==> src/cache_cfg.svh <==
/*
 * Cache geometry macros: byte address width and the widths of the line
 * index, column index and byte offset fields.
 */
`ifndef CACHE_CFG_SVH
`define CACHE_CFG_SVH

// byte address width, covers 4 KiB of burst RAM
`define CACHE_ADDR_BITS 12

// 16 lines in the cache
`define CACHE_LINE_IX_BITS 4

// 8 columns of 32 bits per line
`define CACHE_COL_BITS 3

// byte offset inside a 32-bit column
`define CACHE_BYTE_BITS 2

`endif
==> src/cache_pkg.sv <==
/*
 * Cache types: address fields, data and burst words, and the miss
 * controller state encoding.
 */
`include "cache_cfg.svh"

package cache_pkg;

  typedef logic [`CACHE_ADDR_BITS-1:0] addr_t;
  typedef logic [31:0] word_t;
  typedef logic [3:0] wmask_t;
  typedef logic [`CACHE_LINE_IX_BITS-1:0] line_ix_t;
  typedef logic [`CACHE_COL_BITS-1:0] col_ix_t;
  typedef logic [`CACHE_ADDR_BITS-`CACHE_LINE_IX_BITS-`CACHE_COL_BITS-`CACHE_BYTE_BITS-1:0] tag_t;

  // burst RAM side, one 64-bit word holds a pair of columns
  typedef logic [63:0] bword_t;
  typedef logic [`CACHE_ADDR_BITS-`CACHE_BYTE_BITS-2:0] baddr_t;
  typedef logic [`CACHE_COL_BITS-2:0] pair_ix_t;

  typedef enum logic [2:0] {
    miss_idle,
    miss_evict,
    miss_fill_wait,
    miss_fill,
    miss_finish
  } miss_state_t;

endpackage

==> src/line_fill_if.sv <==
/*
 * Beat-level link between the miss controller and the line store:
 * fill writes of a column pair and eviction reads of a column pair.
 */
`timescale 1ns/1ns

interface line_fill_if;
  import cache_pkg::*;

  logic     fill_en;
  pair_ix_t fill_pair;
  bword_t   fill_data;
  pair_ix_t evict_pair;
  // combinational, follows evict_pair in the same cycle
  bword_t   evict_data;

  modport ctrl (
    output fill_en, fill_pair, fill_data, evict_pair,
    input  evict_data
  );

  modport store (
    input  fill_en, fill_pair, fill_data, evict_pair,
    output evict_data
  );

endinterface

==> src/cache_top.sv <==
/*
 * Direct-mapped write-back cache in front of a 64-bit burst RAM.
 * Splits the request address, forms the request-side status levels
 * and connects tag store, line store and miss controller.
 */
`timescale 1ns/1ns
`include "cache_cfg.svh"

module cache_top (
  input  logic              clk,
  input  logic              rst,
  input  cache_pkg::addr_t  address,
  input  cache_pkg::word_t  data_in,
  input  cache_pkg::wmask_t write_enable,
  output cache_pkg::word_t  data_out,
  output logic              data_out_ready,
  output logic              busy,
  output logic              br_cmd,
  output logic              br_cmd_en,
  output cache_pkg::baddr_t br_addr,
  output cache_pkg::bword_t br_wr_data,
  input  cache_pkg::bword_t br_rd_data,
  input  logic              br_rd_data_ready
);
  import cache_pkg::*;

  // |tag|line|col|byte|
  col_ix_t  col_ix;
  line_ix_t line_ix;
  tag_t     req_tag;
  baddr_t   fill_baddr;
  baddr_t   victim_baddr;
  logic     hit;
  logic     dirty;
  logic     write_hit;
  logic     fill_done;

  assign col_ix     = address[`CACHE_BYTE_BITS +: `CACHE_COL_BITS];
  assign line_ix    = address[`CACHE_BYTE_BITS+`CACHE_COL_BITS +: `CACHE_LINE_IX_BITS];
  assign req_tag    = address[`CACHE_ADDR_BITS-1 -: $bits(tag_t)];
  assign fill_baddr = {req_tag, line_ix, pair_ix_t'(0)};

  assign write_hit      = (write_enable != '0) && hit;
  assign data_out_ready = (write_enable == '0) && hit;
  // a miss stays visible until the fill has written the tag
  assign busy           = !hit;

  line_fill_if fill_link ();

  cache_tag_store u_tag_store (
    .clk          (clk),
    .rst          (rst),
    .line_ix      (line_ix),
    .req_tag      (req_tag),
    .write_hit    (write_hit),
    .fill_done    (fill_done),
    .hit          (hit),
    .dirty        (dirty),
    .victim_baddr (victim_baddr)
  );

  cache_line_store u_line_store (
    .clk          (clk),
    .line_ix      (line_ix),
    .col_ix       (col_ix),
    .data_in      (data_in),
    .write_enable (write_enable),
    .write_hit    (write_hit),
    .data_out     (data_out),
    .fill         (fill_link.store)
  );

  cache_miss_ctrl u_miss_ctrl (
    .clk              (clk),
    .rst              (rst),
    .hit              (hit),
    .dirty            (dirty),
    .victim_baddr     (victim_baddr),
    .fill_baddr       (fill_baddr),
    .fill_done        (fill_done),
    .fill             (fill_link.ctrl),
    .br_cmd           (br_cmd),
    .br_cmd_en        (br_cmd_en),
    .br_addr          (br_addr),
    .br_wr_data       (br_wr_data),
    .br_rd_data       (br_rd_data),
    .br_rd_data_ready (br_rd_data_ready)
  );

endmodule

==> src/cache_miss_ctrl.sv <==
/*
 * Miss controller FSM. Writes a dirty victim line back as a four-beat
 * burst, then reads the requested line in a four-beat burst and hands
 * each beat to the line store, finishing with the tag update.
 */
`timescale 1ns/1ns

module cache_miss_ctrl (
  input  logic              clk,
  input  logic              rst,
  input  logic              hit,
  input  logic              dirty,
  input  cache_pkg::baddr_t victim_baddr,
  input  cache_pkg::baddr_t fill_baddr,
  output logic              fill_done,
  line_fill_if.ctrl         fill,
  output logic              br_cmd,
  output logic              br_cmd_en,
  output cache_pkg::baddr_t br_addr,
  output cache_pkg::bword_t br_wr_data,
  input  cache_pkg::bword_t br_rd_data,
  input  logic              br_rd_data_ready
);
  import cache_pkg::*;

  miss_state_t state;

  // beat within the line, zero whenever the FSM is idle
  pair_ix_t    beat;

  assign fill.evict_pair = beat;

  always_ff @(posedge clk) begin
    if (rst) begin
      state         <= miss_idle;
      beat          <= '0;
      br_cmd        <= 1'b0;
      br_cmd_en     <= 1'b0;
      fill.fill_en  <= 1'b0;
      fill_done     <= 1'b0;
    end else begin
      // command strobe lasts one cycle
      br_cmd_en <= 1'b0;

      unique case (state)
        miss_idle: begin
          if (!hit) begin
            br_cmd_en <= 1'b1;
            if (dirty) begin
              // write command goes out together with beat 0
              br_cmd     <= 1'b1;
              br_addr    <= victim_baddr;
              br_wr_data <= fill.evict_data;
              beat       <= beat + 1'b1;
              state      <= miss_evict;
            end else begin
              br_cmd  <= 1'b0;
              br_addr <= fill_baddr;
              state   <= miss_fill_wait;
            end
          end
        end

        miss_evict: begin
          if (beat == '0) begin
            // last beat is on the bus, issue the line read next
            br_cmd    <= 1'b0;
            br_cmd_en <= 1'b1;
            br_addr   <= fill_baddr;
            state     <= miss_fill_wait;
          end else begin
            br_wr_data <= fill.evict_data;
            beat       <= beat + 1'b1;
          end
        end

        miss_fill_wait, miss_fill: begin
          // beats 1 to 3 follow beat 0 back to back
          if (state == miss_fill || br_rd_data_ready) begin
            fill.fill_en   <= 1'b1;
            fill.fill_pair <= beat;
            fill.fill_data <= br_rd_data;
            beat           <= beat + 1'b1;
            state          <= miss_fill;
            if (beat == pair_ix_t'(3)) begin
              fill_done <= 1'b1;
              state     <= miss_finish;
            end
          end
        end

        miss_finish: begin
          // last pair and the tag are written at the end of this cycle
          fill.fill_en <= 1'b0;
          fill_done    <= 1'b0;
          state        <= miss_idle;
        end

        default: begin
          state <= miss_idle;
        end
      endcase
    end
  end

endmodule

==> src/cache_line_store.sv <==
/*
 * Cache data array of 16 lines by 8 columns. Byte-masked writes from
 * the requester, column pair writes from a fill, and combinational
 * reads of one column and of one column pair.
 */
`timescale 1ns/1ns

module cache_line_store (
  input  logic               clk,
  input  cache_pkg::line_ix_t line_ix,
  input  cache_pkg::col_ix_t col_ix,
  input  cache_pkg::word_t   data_in,
  input  cache_pkg::wmask_t  write_enable,
  input  logic               write_hit,
  output cache_pkg::word_t   data_out,
  line_fill_if.store         fill
);
  import cache_pkg::*;

  localparam int num_lines = 2 ** $bits(line_ix_t);
  localparam int num_cols  = 2 ** $bits(col_ix_t);
  localparam int num_bytes = $bits(wmask_t);

  word_t   mem [num_lines][num_cols];

  col_ix_t fill_col_lo;
  col_ix_t fill_col_hi;
  col_ix_t evict_col_lo;
  col_ix_t evict_col_hi;

  // the low column of a pair sits in bits 31:0 of the burst word
  assign fill_col_lo  = {fill.fill_pair, 1'b0};
  assign fill_col_hi  = {fill.fill_pair, 1'b1};
  assign evict_col_lo = {fill.evict_pair, 1'b0};
  assign evict_col_hi = {fill.evict_pair, 1'b1};

  always_ff @(posedge clk) begin
    if (fill.fill_en) begin
      mem[line_ix][fill_col_lo] <= fill.fill_data[31:0];
      mem[line_ix][fill_col_hi] <= fill.fill_data[63:32];
    end else if (write_hit) begin
      for (int b = 0; b < num_bytes; b++) begin
        if (write_enable[b]) begin
          mem[line_ix][col_ix][8*b +: 8] <= data_in[8*b +: 8];
        end
      end
    end
  end

  assign data_out = mem[line_ix][col_ix];

  // pair read for the eviction burst
  assign fill.evict_data = {mem[line_ix][evict_col_hi], mem[line_ix][evict_col_lo]};

endmodule

==> src/cache_tag_store.sv <==
/*
 * Tag, valid and dirty bits per line, with the hit and dirty lookup
 * for the addressed line and the burst address of its current occupant.
 */
`timescale 1ns/1ns

module cache_tag_store (
  input  logic                clk,
  input  logic                rst,
  input  cache_pkg::line_ix_t line_ix,
  input  cache_pkg::tag_t     req_tag,
  input  logic                write_hit,
  input  logic                fill_done,
  output logic                hit,
  output logic                dirty,
  output cache_pkg::baddr_t   victim_baddr
);
  import cache_pkg::*;

  localparam int num_lines = 2 ** $bits(line_ix_t);

  tag_t                 tag_mem [num_lines];
  logic [num_lines-1:0] line_valid;
  logic [num_lines-1:0] line_dirty;

  always_ff @(posedge clk) begin
    if (fill_done) begin
      tag_mem[line_ix] <= req_tag;
    end
  end

  // a completed fill always leaves the line clean
  always_ff @(posedge clk) begin
    if (rst) begin
      line_valid <= '0;
      line_dirty <= '0;
    end else if (fill_done) begin
      line_valid[line_ix] <= 1'b1;
      line_dirty[line_ix] <= 1'b0;
    end else if (write_hit) begin
      line_dirty[line_ix] <= 1'b1;
    end
  end

  assign hit   = line_valid[line_ix] && (tag_mem[line_ix] == req_tag);
  assign dirty = line_valid[line_ix] && line_dirty[line_ix];

  // base burst word of the resident line, four burst words per line
  assign victim_baddr = {tag_mem[line_ix], line_ix, pair_ix_t'(0)};

endmodule

==> config.mk <==
export PLATFORM = sky130hd
export DESIGN_NAME = cache_top
export DESIGN_NICKNAME = d
export VERILOG_FILES = /design/src/cache_pkg.sv /design/src/line_fill_if.sv /design/src/cache_top.sv /design/src/cache_miss_ctrl.sv /design/src/cache_line_store.sv /design/src/cache_tag_store.sv
export VERILOG_INCLUDE_DIRS = /design/src
export SDC_FILE = /design/constraint.sdc
export NUM_CORES = 2
export LEC_CHECK = 0
export BUFFER_PORTS_ARGS = -buffer_cell sky130_fd_sc_hd__buf_2
export CAP_MARGIN = 20
export CORE_UTILIZATION = 30
export CTS_BUF_LIST = sky130_fd_sc_hd__clkbuf_4 sky130_fd_sc_hd__clkbuf_8
export DETAILED_ROUTE_END_ITERATION = 8
export PLACE_DENSITY_LB_ADDON = 0.08
export SLEW_MARGIN = 20
export SYNTH_ARGS = -nofsm -noshare
export SYNTH_HDL_FRONTEND = slang
export SYNTH_MEMORY_MAX_BITS = 65536
export SYNTH_SLANG_ARGS = --single-unit
==> constraint.sdc <==
create_clock -name clk -period 19.4 [get_ports clk]
set_input_delay 1.94 -clock clk [delete_from_list [all_inputs] [get_ports clk]]
set_output_delay 1.94 -clock clk [all_outputs]
set_load 0.01 [all_outputs]
==> out/metrics.csv <==
stage,metric,value,unit
setup_path,Setup crit start kind,input pin,
placement,DP HPWL,339900,um
clock_network,"CTS clk-pin slew, worst paths",0.05,ns
logic_synthesis,number of flops mapped to enable cells by yosys,4281,
routing,Post-DRT Antenna Nets,0,
global_route,met1 Use GR,0.2431,
clock_network,H-tree depth,6,
finish,"leading cell types in the layout, fill and taps excluded","edfxtp_1, mux4_2, clkbuf_8, nor2_1, clkbuf_4",
setup_path,Crit path depth,10,
floorplan,Rows,277,
worst_hold_path,hold depth,2,
sta,Final min period,9.863,ns
clock_network,CTS root buf,clkbuf_8,
setup_path,crit path kind,in -> out,
setup_path,most frequent CP cell,buf_4,
setup_path,critical path arrival,7.92,ns
routing,via count,83886,
routing,DRT Pass-1 Iters,7,
routing,DRT iter0 DRCs,6829,
worst_hold_path,Hold Crit Class,reg -> reg,
placement,I/O Buffers,219,
global_route,vias in the first global route,88858,
global_route,initial antenna violation count,53,
setup_path,CP Buf/Inv Count,6,
setup_path,Max stage delay on crit path,0.88,ns
sta,setup TNS,0,ns
power,Power Density,99.85,nW/um2
sta,Max Clock Freq,0.1014,GHz
sta,period utilisation layout,0.5084,
clock_network,hold_buf cts,0,
clock_network,Sink Count,4322,
finish,Area Growth Syn to Fin,14.51,%
global_route,GRT met2 Usage,0.3085,
logic_synthesis,register area share after synthesis,0.7510,
placement,routability cong.,0.7482,
finish,number of fill cells,53141,
finish,final net count,8487,
sta,Worst-Margin Slew,1.228,ns
power,maximum VDD drop,0.07397,mV
floorplan,Initial Utilization,0.3020,
logic_synthesis,Yosys top cell area share,0.7462,
setup_path,flop2flop setup slack,13.83,ns
global_route,GR Layer Usage met3,0.03182,
sta,final clock skew,0.07023,ns
floorplan,IO Pins,224,
placement,dpl ws,9.281,ns
flow_run,# Max-Cap Violations,0,
sta,Final setup viols,0,
floorplan,full die area,577300,um2
clock_network,CTS tree,yes,
sta,Fin. Hold Viols,0,
global_route,total track usage,0.1825,
routing,WL/cell,32.64,um
setup_path,crit end category,primary output,
logic_synthesis,Yosys reg bits,4322,
setup_path,CP max-delay cell,buf_4,
setup_path,CP cell instances,buf_12 > buf_4 > buf_12 > buf_4 > buf_4 > mux4_2 > mux4_2 > a22oi_1 > nand4_1 > buf_2,
setup_path,reg2reg path depth,9,
logic_synthesis,Syn Inst Count,7711,
logic_synthesis,leading post-synthesis cells by cell area,"edfxtp_1, mux4_2, nor2_1",
floorplan,core area,570500,um2
global_route,gr busiest metal,met2,
global_route,first-pass GRT wire length,738300,um
logic_synthesis,Post-synth ARST share,0,
routing,detailed-route DRC error count,0,
floorplan,Die Y,759.8,um
clock_network,Post-CTS Setup Inserts,0,
sta,RSZ-0062 raised after global routing,false,
power,Overall Power,0.01970,W
global_route,grt ovf,0,
finish,"commonest non-fill, non-tap cell in the layout",edfxtp_1,
setup_path,top fanout value on the critical path,85,
logic_synthesis,synth warn,0,
logic_synthesis,Synth Area per Inst,22.34,um2
power,static leakage,59.77,nW
setup_path,Critical Path RT,17.46,ns
logic_synthesis,synthesized area,172300,um2
setup_path,crit-path leading delay family,buffers and inverters,
logic_synthesis,post-synthesis cell type count,55,
sta,Max-Slew Margin vs Limit,0.1782,
finish,share of cells above drive strength 1,0.3715,
clock_network,PostCTS Resize Cnt,0,
logic_synthesis,largest area contributor in the netlist,edfxtp_1,
floorplan,die width,759.8,um
logic_synthesis,Most used DFF post-synth,edfxtp_1,
sta,final setup margin,9.537,ns
routing,routed vias/inst,5.084,
routing,Routed WL,538500,um
clock_network,CTS buffer count,755,
clock_network,maximum root-to-sink buffer count,4,
status,outcome,"complete, no violations",
sta,final slew viol count,0,
global_route,largest net degree at the start of global routing,123,
clock_network,later-pin clock latency in the skew report,1.30,ns
layer usage:
| metal | vias up | part of all wire |
|---|---|---|
| li1 | 34325 | - |
| met1 | 46013 | 0.42 |
| met2 | 2685 | 0.50 |
| met3 | 853 | 0.054 |
| met4 | 10 | 0.027 |
| met5 | - | 0.00013 |
worst register-to-register path, delay by kind of cell (launching register included):
family | cells | cell delay, ns
compound gates | 2 | 0.70
xor+xnor | 1 | 0.21
buf+inv | 2 | 1.50
flops | 1 | 0.36
mux | 1 | 0.49
simple gates | 3 | 1.88
flip-flops by register name (all words and copies together), names as in the netlist, named ones only:
register	cells
u_line_store.mem	4096
u_miss_ctrl.br_addr	7
u_miss_ctrl.br_cmd	1
u_miss_ctrl.br_cmd_en	1
u_miss_ctrl.br_wr_data	64
u_miss_ctrl.fill.evict_pair	2
u_miss_ctrl.fill.fill_data	64
u_miss_ctrl.fill.fill_en	1
u_miss_ctrl.fill.fill_pair	2
u_miss_ctrl.fill_done	1
u_miss_ctrl.state	3
u_tag_store.line_valid	16
u_tag_store.tag_mem	48
synthesized netlist by cell type, types with 5 or more instances:
cell      instances
nand2b_1          6
nor2_1          580
nor2b_1          10
buf_1            82
mux2_2          132
nand2_1          28
nand4_1         160
a31oi_4          32
o21ai_0           7
and3_1           29
mux2i_1         129
o21ai_1         129
buf_4             6
edfxtp_1       4281
mux2_1            5
mux4_2         1358
nor3b_1           5
clkbuf_1        258
nor3_1           26
buf_6            55
dfxtp_1          41
a21oi_1           6
buf_2           141
a22oi_1         134
and3_4            7
a41oi_1          16
where the power goes:
| group | switching, W | internal, W | leakage, nW |
|---|---|---|---|
| clock network | 0.00387 | 0.00435 | 7.68 |
| registers | 0.0000253 | 0.0103 | 38.8 |
| logic | 0.000767 | 0.000408 | 13.3 |
logic make-up after synthesis:
family | share of synthesized area
flip-flops | 0.7510
multiplexers | 0.1946
AND/OR/NAND/NOR | 0.02273
buffers and inverters | 0.01588
AO/OA/AOI/OAI | 0.01554
adder cells (fa/ha/maj) | 0.0001452
other | 0.00002177
XOR/XNOR | 0.00005085
stage by stage:
stage / hold WS (ns) / utilization / instances / instance area [um2]
2_1_floorplan: 0.4323 / - / 7712 / 172300
3_3_place_gp: 0.4554 / 0.3192 / 15130 / 182100
3_5_place_dp: 0.4576 / 0.3196 / 15137 / 182300
4_1_cts: 0.4744 / 0.3450 / 16473 / 196800
5_1_grt: 0.4970 / 0.3457 / 16488 / 197200
6_report: 0.4688 / 0.3458 / 16501 / 197300
layout make-up:
class	count	area [um2]	share of cell area
Antenna cell	19	47.55	0.0002410
Clock buffer	1017	12400	0.06287
Clock inverter	319	2097	0.01063
Inverter	6	28.78	0.0001459
Multi-Input combinational cell	2838	40850	0.2071
Sequential cell	4322	129400	0.6559
Tap cell	7533	9425	0.04778
Timing Repair Buffer	447	3028	0.01535
worst paths after layout:
kind	to	startpoint
hold reg to reg	u_tag_store.line_valid[13]$_SDFFE_PP0P_	u_tag_store.line_valid[13]$_SDFFE_PP0P_
setup / recovery	data_out[16]	address[5]
setup reg to reg	u_line_store.mem[0][236]$_DFFE_PP_	u_tag_store.tag_mem[11][0]$_DFFE_PP_
hold / removal	u_tag_store.line_valid[13]$_SDFFE_PP0P_	u_tag_store.line_valid[13]$_SDFFE_PP0P_
(Power assumes the default switching activity.)
